--- src/stream_width_params.svh ---
/* Build-time widths of the stream width adapter. SW_WIDE_BYTES must be a whole
   multiple of SW_IN_BYTES and of SW_OUT_BYTES, with at least two output beats per word */
`ifndef STREAM_WIDTH_PARAMS_SVH
`define STREAM_WIDTH_PARAMS_SVH

// Narrow input side, bytes per beat
`define SW_IN_BYTES 1

// Internal word between packer and unpacker
// Must divide evenly by both end widths
`define SW_WIDE_BYTES 4

// Output side, bytes per beat
`define SW_OUT_BYTES 2

// Word FIFO depth, power of two and at least 2
`define SW_FIFO_DEPTH 4

// Sideband user field, copied and never sliced
`define SW_USER_BITS 4

`endif
--- src/stream_width_pkg.sv ---
/* Shared types of the stream width adapter. Widths come from the params
   header, so the package must be compiled with src/ on the include path */
`include "stream_width_params.svh"

package stream_width_pkg;

    ////////////////////////////////////////////////////////////////////////////
    // Plain vectors

    // One narrow input beat of data
    typedef logic [`SW_IN_BYTES*8-1:0]   byte_t;

    // Wide word and its byte enables
    typedef logic [`SW_WIDE_BYTES*8-1:0] word_t;
    typedef logic [`SW_WIDE_BYTES-1:0]   word_keep_t;

    // Output beat data and byte enables
    typedef logic [`SW_OUT_BYTES*8-1:0]  half_t;
    typedef logic [`SW_OUT_BYTES-1:0]    half_keep_t;

    // Sideband carried alongside every beat
    typedef logic [`SW_USER_BITS-1:0]    user_t;

    ////////////////////////////////////////////////////////////////////////////
    // Beat structs, one per link

    // Narrow input, every byte valid
    typedef struct packed {
        byte_t data;
        user_t user;
        logic  last;
    } narrow_beat_t;

    // Wide path, keep contiguous from lane 0
    typedef struct packed {
        word_t      data;
        word_keep_t keep;
        user_t      user;
        logic       last;
    } wide_beat_t;

    // Output, keep 2'b11 or 2'b01 on an odd tail
    typedef struct packed {
        half_t      data;
        half_keep_t keep;
        user_t      user;
        logic       last;
    } out_beat_t;

    // Unpacker FSM
    typedef enum logic {
        UNPACK_IDLE,
        UNPACK_SEND
    } unpack_state_t;

endpackage

--- src/stream_width_top.sv ---
/* Byte stream to 2-byte stream adapter through a 4-byte word FIFO.
   Widths are fixed by the params header, latency depends on back-pressure */
module stream_width_top
    import stream_width_pkg::*;
(
    input  logic         axis_in,
    input  logic         arst_n,
    // Narrow input stream
    input  narrow_beat_t in_beat,
    input  logic         in_valid,
    output logic         in_ready,
    // Output stream
    output out_beat_t    out_beat,
    output logic         out_valid,
    input  logic         out_ready
);

    ////////////////////////////////////////////////////////////////////////////
    // Internal links

    // Packer to FIFO
    wide_beat_t pack_beat;
    logic       pack_valid;
    logic       pack_ready;

    // FIFO to unpacker
    wide_beat_t fifo_beat;
    logic       fifo_valid;
    logic       fifo_ready;

    ////////////////////////////////////////////////////////////////////////////
    // Data path

    // Bytes into words
    byte_packer u_byte_packer (
        .axis_in    (axis_in),
        .arst_n     (arst_n),
        .in_beat    (in_beat),
        .in_valid   (in_valid),
        .in_ready   (in_ready),
        .pack_beat  (pack_beat),
        .pack_valid (pack_valid),
        .pack_ready (pack_ready)
    );

    // Burst buffer
    word_fifo u_word_fifo (
        .axis_in  (axis_in),
        .arst_n   (arst_n),
        .wr_beat  (pack_beat),
        .wr_valid (pack_valid),
        .wr_ready (pack_ready),
        .rd_beat  (fifo_beat),
        .rd_valid (fifo_valid),
        .rd_ready (fifo_ready)
    );

    // Words into 2-byte beats
    lane_unpacker u_lane_unpacker (
        .axis_in    (axis_in),
        .arst_n     (arst_n),
        .word_beat  (fifo_beat),
        .word_valid (fifo_valid),
        .word_ready (fifo_ready),
        .out_beat   (out_beat),
        .out_valid  (out_valid),
        .out_ready  (out_ready)
    );

endmodule

--- src/lane_unpacker.sv ---
/* Wide to narrow unpacker with a registered output, at least two beats per word.
   Assumes keep is contiguous from lane 0, sparse keep is not handled */
`include "stream_width_params.svh"

module lane_unpacker
    import stream_width_pkg::*;
(
    input  logic       axis_in,
    input  logic       arst_n,
    input  wide_beat_t word_beat,
    input  logic       word_valid,
    output logic       word_ready,
    output out_beat_t  out_beat,
    output logic       out_valid,
    input  logic       out_ready
);

    ////////////////////////////////////////////////////////////////////////////
    // Constants

    // Output beats per wide word
    localparam int pairs     = `SW_WIDE_BYTES / `SW_OUT_BYTES;
    localparam int pair_bits = $clog2(pairs);
    localparam int out_bits  = `SW_OUT_BYTES * 8;

    ////////////////////////////////////////////////////////////////////////////
    // Signals

    unpack_state_t          state;

    // Lanes not yet shown, shifted down by one beat per step
    word_t                  rest_data;
    word_keep_t             rest_keep;
    logic                   word_last;
    // Beat index within the current word
    logic [pair_bits-1:0]   pair_idx;

    logic                   more;
    logic                   take;
    logic                   step;
    logic                   final_step;

    ////////////////////////////////////////////////////////////////////////////
    // Handshake

    // Another nonempty pair still waits behind the current beat
    assign more = (pair_idx != pair_bits'(pairs - 1)) &&
                  (rest_keep[`SW_OUT_BYTES-1:0] != '0);

    // Ready on the last pair so words go back to back
    assign word_ready = (state == UNPACK_IDLE) || (out_ready && !more);
    assign take       = word_valid && word_ready;
    assign step       = (state == UNPACK_SEND) && out_ready && more;

    // Beat loaded by this step is the word's final one
    assign final_step = (pair_idx == pair_bits'(pairs - 2)) ||
                        (rest_keep[`SW_WIDE_BYTES-1:`SW_OUT_BYTES] == '0);

    assign out_valid = (state == UNPACK_SEND);

    ////////////////////////////////////////////////////////////////////////////
    // FSM and lane tracking

    always_ff @(posedge axis_in or negedge arst_n) begin
        if (!arst_n) begin
            state     <= UNPACK_IDLE;
            pair_idx  <= '0;
            rest_keep <= '0;
        end else begin
            if (take) begin
                // New word, low pair goes out first
                state     <= UNPACK_SEND;
                pair_idx  <= '0;
                rest_keep <= word_beat.keep >> `SW_OUT_BYTES;
            end else if (step) begin
                pair_idx  <= pair_idx + 1'b1;
                rest_keep <= rest_keep >> `SW_OUT_BYTES;
            end else if ((state == UNPACK_SEND) && out_ready) begin
                // Last beat gone, nothing waiting upstream
                state <= UNPACK_IDLE;
            end
        end
    end

    ////////////////////////////////////////////////////////////////////////////
    // Output and word registers

    always_ff @(posedge axis_in) begin
        if (take) begin
            out_beat.data <= word_beat.data[out_bits-1:0];
            out_beat.keep <= word_beat.keep[`SW_OUT_BYTES-1:0];
            out_beat.user <= word_beat.user;
            // Single-beat word carries last right away
            out_beat.last <= word_beat.last &&
                             (word_beat.keep[`SW_WIDE_BYTES-1:`SW_OUT_BYTES] == '0);
            rest_data     <= word_beat.data >> out_bits;
            word_last     <= word_beat.last;
        end else if (step) begin
            // User stays, same value on every beat of a word
            out_beat.data <= rest_data[out_bits-1:0];
            out_beat.keep <= rest_keep[`SW_OUT_BYTES-1:0];
            out_beat.last <= word_last && final_step;
            rest_data     <= rest_data >> out_bits;
        end
    end

endmodule

--- src/word_fifo.sv ---
/* Show-ahead FIFO of wide beats, depth a power of two and at least 2.
   No pass-through, a write shows at the read side one cycle later */
`include "stream_width_params.svh"

module word_fifo
    import stream_width_pkg::*;
#(
    parameter int depth = `SW_FIFO_DEPTH
) (
    input  logic       axis_in,
    input  logic       arst_n,
    input  wide_beat_t wr_beat,
    input  logic       wr_valid,
    output logic       wr_ready,
    output wide_beat_t rd_beat,
    output logic       rd_valid,
    input  logic       rd_ready
);

    ////////////////////////////////////////////////////////////////////////////
    // Constants

    localparam int addr_bits = $clog2(depth);

    ////////////////////////////////////////////////////////////////////////////
    // Signals

    // Storage
    wide_beat_t           mem [depth];

    // Extra MSB tells full from empty
    logic [addr_bits:0]   wr_ptr;
    logic [addr_bits:0]   rd_ptr;

    logic                 full;
    logic                 empty;
    logic                 push;
    logic                 pop;

    ////////////////////////////////////////////////////////////////////////////
    // Status

    assign empty = (wr_ptr == rd_ptr);

    // Same address, opposite wrap bit
    assign full  = (wr_ptr[addr_bits] != rd_ptr[addr_bits]) &&
                   (wr_ptr[addr_bits-1:0] == rd_ptr[addr_bits-1:0]);

    assign wr_ready = !full;
    assign rd_valid = !empty;

    assign push = wr_valid && wr_ready;
    assign pop  = rd_valid && rd_ready;

    // Head of queue always on the read port
    assign rd_beat = mem[rd_ptr[addr_bits-1:0]];

    ////////////////////////////////////////////////////////////////////////////
    // Pointers

    always_ff @(posedge axis_in or negedge arst_n) begin
        if (!arst_n) begin
            wr_ptr <= '0;
            rd_ptr <= '0;
        end else begin
            if (push) begin
                wr_ptr <= wr_ptr + 1'b1;
            end
            if (pop) begin
                rd_ptr <= rd_ptr + 1'b1;
            end
        end
    end

    // Write port
    always_ff @(posedge axis_in) begin
        if (push) begin
            mem[wr_ptr[addr_bits-1:0]] <= wr_beat;
        end
    end

endmodule

--- src/byte_packer.sv ---
/* Narrow to wide packer, one finished word plus one accumulating word.
   Input keep is not carried, so every accepted input byte counts as valid */
`include "stream_width_params.svh"

module byte_packer
    import stream_width_pkg::*;
(
    input  logic         axis_in,
    input  logic         arst_n,
    input  narrow_beat_t in_beat,
    input  logic         in_valid,
    output logic         in_ready,
    output wide_beat_t   pack_beat,
    output logic         pack_valid,
    input  logic         pack_ready
);

    ////////////////////////////////////////////////////////////////////////////
    // Constants

    // Narrow beats per wide word
    localparam int lanes    = `SW_WIDE_BYTES / `SW_IN_BYTES;
    localparam int cnt_bits = $clog2(lanes + 1);
    localparam int in_bits  = `SW_IN_BYTES * 8;

    ////////////////////////////////////////////////////////////////////////////
    // Signals

    // Accumulator, data enters at the top and shifts down
    word_t                acc_data;
    word_keep_t           acc_keep;
    user_t                acc_user;
    logic                 acc_last;
    logic [cnt_bits-1:0]  acc_cnt;
    // Word complete, waiting for the output register
    logic                 acc_done;
    // Set on the first edge after reset release
    logic                 armed;

    logic                 take;
    logic                 move;
    word_t                align_data;

    logic [cnt_bits-1:0]  base_cnt;
    word_keep_t           base_keep;
    logic [cnt_bits-1:0]  nxt_cnt;
    word_keep_t           nxt_keep;
    logic                 nxt_done;

    ////////////////////////////////////////////////////////////////////////////
    // Handshake

    // Output register free or draining this cycle
    assign move     = acc_done && (!pack_valid || pack_ready);

    // Stall only with a full accumulator and a pending finished word
    assign in_ready = armed && (!acc_done || !pack_valid || pack_ready);
    assign take     = in_valid && in_ready;

    // Partial word sits in the top lanes, bring it down to lane 0
    assign align_data = acc_data >> ((lanes - int'(acc_cnt)) * in_bits);

    ////////////////////////////////////////////////////////////////////////////
    // Next accumulator state

    always_comb begin
        // Moving word frees the accumulator for the incoming byte
        base_cnt  = move ? '0 : acc_cnt;
        base_keep = move ? '0 : acc_keep;
        nxt_cnt   = base_cnt;
        nxt_keep  = base_keep;
        nxt_done  = acc_done && !move;
        if (take) begin
            nxt_cnt = base_cnt + 1'b1;
            // One keep bit per byte, filling from lane 0 up
            nxt_keep[base_cnt*`SW_IN_BYTES +: `SW_IN_BYTES] = '1;
            nxt_done = (nxt_cnt == cnt_bits'(lanes)) || in_beat.last;
        end
    end

    ////////////////////////////////////////////////////////////////////////////
    // Control registers

    always_ff @(posedge axis_in or negedge arst_n) begin
        if (!arst_n) begin
            armed      <= 1'b0;
            acc_cnt    <= '0;
            acc_keep   <= '0;
            acc_done   <= 1'b0;
            pack_valid <= 1'b0;
        end else begin
            armed    <= 1'b1;
            acc_cnt  <= nxt_cnt;
            acc_keep <= nxt_keep;
            acc_done <= nxt_done;
            // Drain first, a new word may refill in the same cycle
            if (pack_valid && pack_ready) begin
                pack_valid <= 1'b0;
            end
            if (move) begin
                pack_valid <= 1'b1;
            end
        end
    end

    ////////////////////////////////////////////////////////////////////////////
    // Payload registers

    always_ff @(posedge axis_in) begin
        if (take) begin
            // Shift register, newest byte at the top
            acc_data <= {in_beat.data, acc_data[`SW_WIDE_BYTES*8-1:in_bits]};
            // User and last of the completing byte win
            acc_user <= in_beat.user;
            acc_last <= in_beat.last;
        end
        if (move) begin
            pack_beat <= '{data: align_data, keep: acc_keep, user: acc_user, last: acc_last};
        end
    end

endmodule

--- config.mk ---
export PLATFORM = sky130hd
export DESIGN_NAME = stream_width_top
export DESIGN_NICKNAME = d
export VERILOG_FILES = /design/src/stream_width_pkg.sv /design/src/stream_width_top.sv /design/src/lane_unpacker.sv /design/src/word_fifo.sv /design/src/byte_packer.sv
export VERILOG_INCLUDE_DIRS = /design/src /design/src/src
export SDC_FILE = /design/constraint.sdc
export NUM_CORES = 1
export LEC_CHECK = 0
export ABC_AREA = 1
export CAP_MARGIN = 10
export CELL_PAD_IN_SITES_DETAIL_PLACEMENT = 0
export CELL_PAD_IN_SITES_GLOBAL_PLACEMENT = 1
export CORE_MARGIN = 1.5
export CORE_UTILIZATION = 52
export DETAILED_ROUTE_END_ITERATION = 8
export DONT_BUFFER_PORTS = 1
export GPL_TIMING_DRIVEN = 1
export PLACE_DENSITY_LB_ADDON = 0.1
export SETUP_SLACK_MARGIN = 0.1
export SYNTH_ARGS = -nofsm -noshare
export SYNTH_HDL_FRONTEND = slang
export SYNTH_SLANG_ARGS = --single-unit
--- constraint.sdc ---
create_clock -name axis_in -period 3.7 [get_ports axis_in]
set_input_delay 0.74 -clock axis_in [delete_from_list [all_inputs] [get_ports axis_in]]
set_output_delay 0.74 -clock axis_in [all_outputs]
set_load 0.01 [all_outputs]
==> flow_summary.json, run 1 <==
{
  "ys_seq_area_share_pct": 76.6,
  "drtPass1Iterations": 7,
  "cts_sinks": 302,
  "power_frac_seq_pct": 45.5,
  "multi_input_area_um2": 2430,
  "gp_congestion": 0.743,
  "antenna_cells": 0,
  "r2r_slack_ps": 1340,
  "synth_edf_count": 282,
  "cts_buffers": 30,
  "p_sw_mw": 3.83,
  "drive_gt1_share_pct": 9.01,
  "ys.flop_type": "edfxtp_1",
  "hold_class": "in2reg",
  "drc": 5,
  "detail-route-antenna-nets": 0,
  "cp.arrival_ps": 1660,
  "worstSetupStartpointType": "flip-flop",
  "syn_inst": 871,
  "std_cell_rows": 54,
  "clk_pin_slew_ps": 60,
  "antenna_found_initial": 0,
  "fin_worst_skew_ps": 8.73,
  "yosysWarnings": 0,
  "setup-violations-final": 0,
  "path_class": "reg2out",
  "dp_cells": 1122,
  "die_area_um2": 23400,
  "hold_end": "u_byte_packer.acc_user[0]",
  "synth_cell_type_count": 34,
  "syn-num-nets": 898,
  "pwr-share-clk_pct": 26.3,
  "syn_area_um2": 11700,
  "critPathMaxFanout": 4,
  "grt_overflow_total": 0,
  "worst_pin_slew_ps": 1070,
  "rsz0062_at_grt": "false",
  "cp-end-kind": "output port",
  "p_leak_nw": 4.56,
  "insertion_delay_ps": 540,
  "worst_slack_ps": 1300,
  "final_cells": 1179,
  "placed_cell_area_um2": 12000,
  "hpwl_mm": 13.1,
  "design_area_um2": 13000,
  "min_period_ps": 2400,
  "vias": 6580,
  "fmax_mhz": 417,
  "total_power_mw": 11.2,
  "fp.dieW_um": 153,
  "whs_path_depth": 0,
  "core-area_um2": 22000,
  "totalWireLength_mm": 22.4,
  "port-buffer-count": 0,
  "routedWlPerCell_um": 19.0,
  "grt_pass1_vias": 6252,
  "final.setup.tns_ps": 0,
  "vias_per_cell": 5.58,
  "fillers": 1677,
  "num_io_pins": 42,
  "seqCellArea_um2": 8970,
  "ctsLongestPathBuffers": 3,
  "die_h_um": 153,
  "detailedPlace.worstSlack_ps": 1310,
  "cts_tree": "built",
  "slew_headroom_pct": 28.6,
  "hold_viol": 0,
  "cts_root_buf": "clkbuf_16",
  "grt_usage_pct": 19.3,
  "p_int_mw": 7.36,
  "nNetsFinal": 902,
  "combPwrFrac_pct": 28.1,
  "critPathRequiredTime_ps": 2960,
  "status": "finished, violations left",
  "failed_checks": "design-rule violations",
  "finalCritPeriodShare_pct": 64.9,
  "vdd_drop_max_mv": 0.449,
  "powerDensity_nw_per_um2": 862,
  "ys_ff_latch": 302,
  "htreeDepth": 1,
  "cts_setup_buffers": 0,
  "syn_avg_cell_area_um2": 13.4,
  "swShare_pct": 34.2,
  "cap_violations": 0,
  "drv_slew": 0,
  "initial_core_util_pct": 53.3,
  "synthArstFlopShare_pct": 6.62,
  "reg2reg_depth": 7,
  "grt_pass1_wl_mm": 35.0,
  "crit-reg2reg-capture": "u_byte_packer.pack_beat[19]",
  "r2r-start": "u_byte_packer.acc_cnt[0]",
  "grt_start_max_net_pins": 83,
  "area_delta_synth_final_pct": 10.9,
  "hp-start": "in_beat[1]",
  "drtIter0Drc": 513
}
-- sequential cells by signal (all words and copies together), names as in the netlist --
| name | count |
|---|---|
| u_byte_packer.armed | 1 |
| u_word_fifo.mem | 164 |
| u_byte_packer.acc_user | 4 |
| u_byte_packer.acc_last | 1 |
| u_byte_packer.acc_data | 32 |
| u_byte_packer.pack_valid | 1 |
| u_lane_unpacker.word_last | 1 |
| u_word_fifo.rd_ptr | 3 |
| u_byte_packer.acc_keep | 4 |
| u_lane_unpacker.rest_data | 16 |
| u_lane_unpacker.out_valid | 1 |
| u_byte_packer.acc_cnt | 3 |
| u_lane_unpacker.rest_keep | 2 |
| u_lane_unpacker.out_beat | 23 |
| u_lane_unpacker.pair_idx | 1 |
| u_word_fifo.wr_ptr | 3 |
| u_byte_packer.pack_beat | 41 |
| u_byte_packer.acc_done | 1 |
-- synthesized netlist by cell type (2+ instances only) --
master / n / area, um^2
o21ai_1: 10 / 50.1
a21oi_1: 27 / 135
nand3_1: 23 / 115
buf_6: 2 / 22.5
o22ai_1: 18 / 113
buf_1: 2 / 7.51
dfrtp_1: 20 / 500
ha_1: 10 / 125
nand4_2: 2 / 25.0
nand4_1: 2 / 12.5
edfxtp_1: 282 / 8470
nor2_1: 203 / 762
o21a_1: 5 / 37.5
nand2_2: 3 / 18.8
inv_2: 5 / 18.8
xor2_1: 6 / 52.6
inv_1: 26 / 97.6
o21ai_0: 80 / 400
nand2_1: 56 / 210
nand2_4: 2 / 22.5
o32ai_1: 2 / 17.5
clkbuf_1: 18 / 67.6
a31oi_1: 33 / 206
buf_2: 24 / 120
-- worst max-delay path by stage --
stage	from	to	slack (ps)	cells past startpoint
floorplan	u_word_fifo.rd_ptr[0]	u_word_fifo.mem[0][0]	600	5
detailed placement	u_byte_packer.acc_cnt[0]	u_byte_packer.pack_beat[19]	1310	7
global route	u_byte_packer.acc_cnt[0]	u_byte_packer.pack_beat[19]	1080	7
finish	u_word_fifo.wr_ptr[1]	in_ready	1300	6
CTS	u_word_fifo.wr_ptr[1]	in_ready	1290	6
global placement	u_byte_packer.acc_cnt[0]	u_byte_packer.pack_beat[18]	1370	8
-- stage by stage --
step                      hold slack (ps)  util (%)
final                                 288      59.1
after global routing                  262      59.1
after CTS                             262      59.1
after detailed placement              410      54.7
after global placement                404      54.7
after floorplan                       400         -
-- critical path, cell delays in order (launching register included) --
cell     delay, ps
dfrtp_1        410
inv_1          140
nand2_1         70
nand2_1        140
nand4_2        190
nand2_1        100
inv_1           70
-- logic make-up (layout without fill, tap and decap cells) --
family                     count (synthesis)  in the layout  share of synthesized area, %
AOI/OAI and AO/OA                        179            179                          8.51
and+or+nand+nor                          294            294                          10.2
other                                      1              1                        0.0320
xor gates and xnor gates                   7              7                         0.684
buffers and inverters                     78            106                          2.92
adders and majority gates                 10             10                          1.07
DFF                                      302            302                          76.6
-- power groups by stage --
stage / sequential (mW) / combinational (mW) / clock [mW]
global route: 5.15 / 3.56 / 3.14
CTS: 5.10 / 3.18 / 3.00
global placement: 5.16 / 3.06 / 0
detailed placement: 5.17 / 3.16 / 0
finish: 5.10 / 3.15 / 2.94
floorplan: 5.04 / 2.40 / 0
-- cells in the final DEF, fill, tap and decap left out, types with 5 or more instances in the layout --
cell type,n
nand3_1,23
clkinv_1,8
nor2_1,200
dfrtp_1,19
xor2_1,6
o21a_1,5
o22ai_1,18
buf_4,17
inv_2,5
nand2_1,56
a31oi_1,33
ha_1,10
o21ai_0,80
edfxtp_1,282
clkinv_2,8
clkbuf_16,31
a21oi_1,27
o21ai_1,9
inv_1,26
clkbuf_1,5
-- per-layer routing --
metal  track usage (%)  vias to the layer above  part of all wire [%]
met5                 0                        -                     0
met4              5.46                        0                   1.8
met3              2.38                       32                   4.0
met2              30.9                      141                    47
met1              28.3                     3253                    48
li1                  -                     3154                     -
-- cell type report --
type / count / area share, %
inverters: 31 / 0.896
flip-flops and latches: 302 / 69.1
repair buffers: 19 / 1.21
clock inverters: 20 / 1.29
multi-input cells: 491 / 18.7
clock buffers: 36 / 6.12
well taps: 280 / 2.70
-- timing repair --
item,in CTS,in global routing
hold endpoints to repair,20,0
gates resized for setup,0,0
hold buffers,1,0
(Power assumes the default switching activity.)
==> run 2, diff against run 1 <==
Settings changed: CORE_UTILIZATION 52 to 47.
Clock period 3.7 ns to 2.2 ns, I/O delays scaled along.
==> flow_summary.json, run 2 (synthesized netlist as in run 1, its figures left out) <==
{
  "cts_buffers": 31,
  "critPathMaxFanout": 3,
  "vdd_drop_max_mv": 0.746,
  "drtIter0Drc": 618,
  "clk_pin_slew_ps": 60,
  "cts_tree": "built",
  "hpwl_mm": 13.3,
  "num_io_pins": 42,
  "hold_class": "in2reg",
  "rsz0062_at_grt": "true",
  "combPwrFrac_pct": 29.6,
  "gp_congestion": 0.730,
  "routedWlPerCell_um": 18.6,
  "std_cell_rows": 57,
  "cap_violations": 0,
  "fin_worst_skew_ps": 16.2,
  "detail-route-antenna-nets": 0,
  "powerDensity_nw_per_um2": 1470,
  "vias_per_cell": 5.26,
  "p_sw_mw": 6.70,
  "fillers": 2040,
  "area_delta_synth_final_pct": 16.5,
  "setup-violations-final": 0,
  "power_frac_seq_pct": 42.6,
  "placed_cell_area_um2": 12300,
  "finalCritPeriodShare_pct": 93.6,
  "drtPass1Iterations": 5,
  "nNetsFinal": 935,
  "port-buffer-count": 0,
  "grtUsageMet1_pct": 27.3,
  "die_area_um2": 25900,
  "largest_register_ffs": 164,
  "core-area_um2": 24400,
  "htreeDepth": 1,
  "status": "finished, final reports clean",
  "drc": 0,
  "grt_start_max_net_pins": 84,
  "design_area_um2": 13600,
  "grt_overflow_total": 0,
  "cts_root_buf": "clkbuf_16",
  "cp.arrival_ps": 1620,
  "p_int_mw": 13.4,
  "whs_path_depth": 4,
  "fmax_mhz": 486,
  "antenna_found_initial": 0,
  "antenna_cells": 0,
  "grt_pass1_wl_mm": 36.6,
  "final.setup.tns_ps": 0,
  "insertion_delay_ps": 560,
  "hold_viol": 0,
  "worstSetupStartpointType": "flip-flop",
  "grt_pass1_vias": 6537,
  "cp-end-kind": "output port",
  "busiest_layer": "met2",
  "grt_use_met3_pct": 2.63,
  "initial_core_util_pct": 48.0,
  "die_h_um": 161,
  "pwr-share-clk_pct": 27.7,
  "reg2reg_depth": 13,
  "most-common-layout-cells": "edfxtp_1 (282), nor2_1 (199), o21ai_0 (80)",
  "grtUsageMet2_pct": 29.2,
  "drv_slew": 0,
  "vias": 6613,
  "path_class": "reg2out",
  "totalWireLength_mm": 23.4,
  "final_common_cell": "edfxtp_1",
  "p_leak_nw": 4.79,
  "worst_pin_slew_ps": 611,
  "fp.dieW_um": 161,
  "swShare_pct": 33.4,
  "cts_sinks": 302,
  "drive_gt1_share_pct": 12.3,
  "slew_headroom_pct": 59.3,
  "ctsLongestPathBuffers": 3,
  "grt_usage_pct": 18.4,
  "min_period_ps": 2060,
  "critPathRequiredTime_ps": 1760
}
==> run 2: metrics by stage <==
stage | hold slack, ps | cells | utilization (%) | total power [mW] | setup WS [ps]
after floorplan | 144 | 871 | - | 12.5 | -285
after global placement | 145 | 1174 | 50.3 | 14.3 | 169
after detailed placement | 145 | 1174 | 50.3 | 14.4 | 108
after CTS | 76.4 | 1250 | 55.6 | 20.1 | 101
after global routing | 93.1 | 1257 | 55.9 | 21.2 | 51.7
final | 80.8 | 1257 | 55.9 | 20.1 | 140
==> run 2: worst max-delay path, stage by stage (launching register included) <==
cell,delay (ps)
dfrtp_2,440
xnor2_4,200
buf_4,150
nand4_4,120
nand2_2,80
inv_1,60
==> run 2: final timing paths <==
kind	from	end	slack, ps
hold reg to reg	u_byte_packer.acc_user[2]	u_byte_packer.pack_beat[3]	420
hold / removal	in_beat[0]	u_byte_packer.acc_done	80
setup / recovery	u_word_fifo.rd_ptr[0]	in_ready	140
max in group asynchronous	arst_n	u_word_fifo.wr_ptr[0]	1730
min in group asynchronous	arst_n	u_byte_packer.armed	300
setup reg to reg	u_word_fifo.wr_ptr[1]	u_byte_packer.acc_keep[1]	220
==> run 2: cell type report <==
cell class | instances | area, um^2 | share of cell area, %
clock buffer | 35 | 791 | 5.80
clock inverter | 23 | 305 | 2.24
inverter | 31 | 125 | 0.917
multi-input combinational | 491 | 2460 | 18.0
sequential | 302 | 8970 | 65.8
tap | 324 | 405 | 2.97
timing repair buffer | 51 | 588 | 4.31
==> run 2: metal layers <==
| metal | share of wire [%] | wire, um | vias to the layer above |
|---|---|---|---|
| met5 | 0 | 0 | - |
| met1 | 49 | 11400 | 3221 |
| met4 | 1.8 | 410 | 0 |
| met3 | 3.9 | 915 | 35 |
| li1 | - | - | 3215 |
| met2 | 46 | 10700 | 142 |
==> run 2: repair_timing <==
item,4_1_cts,5_1_grt
buffers inserted,3,7
resized for setup,3,10
endpoints found under the hold margin,33,0
hold buffers,15,0
pin swaps,2,5
endpoints found under the setup margin,2,12
gates cloned,0,0
==> run 2: power by group through the flow <==
stage          clock network, mW  logic (mW)  registers, mW
2_1_floorplan                  0        4.05           8.46
3_3_place_gp                   0        5.69           8.66
3_5_place_dp                   0        5.75           8.69
4_1_cts                     5.66        5.85           8.58
5_1_grt                     5.89        6.70           8.65
6_report                    5.56        5.94           8.55
==> run 3, diff against run 2 <==
Settings changed: MAX_ROUTING_LAYER set to met4.
==> flow_summary.json, run 3 (synthesized netlist as in run 1, its figures left out) <==
{
  "htreeDepth": 1,
  "fin_worst_skew_ps": 16.4,
  "num_io_pins": 42,
  "clk_pin_slew_ps": 60,
  "cts_sinks": 302,
  "final_cells": 1258,
  "p_leak_nw": 4.81,
  "drtPass1Iterations": 6,
  "hold_class": "in2reg",
  "gp_congestion": 0.739,
  "largest_register_ffs": 164,
  "critPathMaxFanout": 4,
  "whs_path_depth": 4,
  "critPathRequiredTime_ps": 1760,
  "cap_violations": 0,
  "fillers": 2033,
  "drtIter0Drc": 568,
  "grt_pass1_vias": 6542,
  "multi_input_area_um2": 2460,
  "cts_tree": "built",
  "core-area_um2": 24400,
  "routedWlPerCell_um": 18.8,
  "nNetsFinal": 936,
  "detail-route-antenna-nets": 0,
  "hold_end": "u_byte_packer.acc_done",
  "initial_core_util_pct": 48.0,
  "grt_overflow_total": 0,
  "totalWireLength_mm": 23.7,
  "dp_cells": 1174,
  "area_delta_synth_final_pct": 16.9,
  "cts_buffers": 31,
  "min_period_ps": 2060,
  "worst_hold_slack_ps": 81.5,
  "die_area_um2": 25900,
  "grt_usage_pct": 18.9,
  "setup-violations-final": 0,
  "r2r-start": "u_word_fifo.rd_ptr[0]",
  "placed_cell_area_um2": 12300,
  "std_cell_rows": 57,
  "cp.arrival_ps": 1620,
  "status": "finished, final reports clean",
  "ctsLongestPathBuffers": 3,
  "slew_headroom_pct": 59.6,
  "worst_pin_slew_ps": 605,
  "die_h_um": 161,
  "grt_pass1_wl_mm": 36.6,
  "finalCritPeriodShare_pct": 93.8,
  "port-buffer-count": 0,
  "reg2reg_depth": 8,
  "path_class": "reg2out",
  "powerDensity_nw_per_um2": 1470,
  "hold_viol": 0,
  "hp-start": "in_beat[0]",
  "r2r_slack_ps": 200,
  "final_common_cell": "edfxtp_1",
  "antenna_cells": 0,
  "cts_root_buf": "clkbuf_16",
  "vias_per_cell": 5.28,
  "design_area_um2": 13700,
  "hpwl_mm": 13.3,
  "fp.dieW_um": 161,
  "vias": 6646,
  "seqCellArea_um2": 8970,
  "insertion_delay_ps": 560,
  "cp-end-kind": "output port",
  "vdd_drop_max_mv": 0.737,
  "fmax_mhz": 484,
  "most-common-layout-cells": "edfxtp_1 (282), nor2_1 (199), o21ai_0 (80)",
  "drv_slew": 0,
  "antenna_found_initial": 0,
  "total_power_mw": 20.2,
  "drive_gt1_share_pct": 12.4,
  "worstSetupStartpointType": "flip-flop",
  "drc": 0,
  "rsz0062_at_grt": "true",
  "grt_start_max_net_pins": 84,
  "crit-reg2reg-capture": "u_lane_unpacker.out_beat[21]"
}
-- run 3: changes by cell type in the layout (fill, tap and decap cells not counted) --
cell       previous run  this run
buf_12               12        13
buf_4                24        23
clkbuf_16            31        32
-- run 3: critical path: stages (launching register included) --
cell and delay (ps):
dfrtp_1 420, inv_2 90, nand2_1 70, nand2_2 90, buf_4 140, nand4_4 120
nand2_2 80, inv_1 60
-- run 3: worst max path at each step --
| stage | cells after the start | to | start | slack [ps] |
|---|---|---|---|---|
| 3_3_place_gp | 11 | u_byte_packer.acc_keep[1] | u_word_fifo.rd_ptr[0] | 170 |
| 3_5_place_dp | 13 | u_byte_packer.acc_keep[1] | u_word_fifo.wr_ptr[1] | 110 |
| 4_1_cts | 11 | u_byte_packer.acc_keep[1] | u_word_fifo.wr_ptr[0] | 100 |
| 2_1_floorplan | 5 | u_word_fifo.mem[0][0] | u_word_fifo.rd_ptr[0] | -280 |
| 5_1_grt | 11 | u_byte_packer.acc_keep[1] | u_word_fifo.rd_ptr[0] | 50 |
| 6_report | 7 | in_ready | u_word_fifo.wr_ptr[1] | 140 |
-- run 3: repair_timing --
item	in CTS	in global routing
setup buffers	3	7
cloned	0	1
resized for setup	3	10
hold buffers	15	0
setup endpoints to repair	2	13
pin swaps	2	4
endpoints found under the hold margin	33	0
-- run 3: where the power goes --
group / internal (mW) / switching (mW)
clock: 3.41 / 2.14
sequential: 7.91 / 0.651
combinational: 2.09 / 3.97
total: 13.4 / 6.76
-- run 3: routing by layer --
layer  track usage, %  vias up  share of wire (%)
li1                 -     3217                  -
met3             2.63       37                4.9
met5                -        -                  0
met1             27.1     3230                 47
met2             29.4      162                 46
met4             3.75        0                1.7
-- run 3: cell type report --
class                   instances  share of cell area, %
flip-flops and latches        302                   65.6
multi-input cells             491                   18.0
clock buffers                  35                   5.78
repair buffers                 52                   4.57
well taps                     324                   2.96
clock inverters                23                   2.23
inverters                      31                  0.915
-- run 3: per-stage QoR --
stage | setup slack [ps] | util (%) | setup TNS [ps]
final | 136 | 56.1 | 0
after global routing | 47.6 | 56.1 | 0
after CTS | 101 | 55.6 | 0
after floorplan | -285 | - | -35020
after detailed placement | 108 | 50.3 | 0
after global placement | 169 | 50.3 | 0
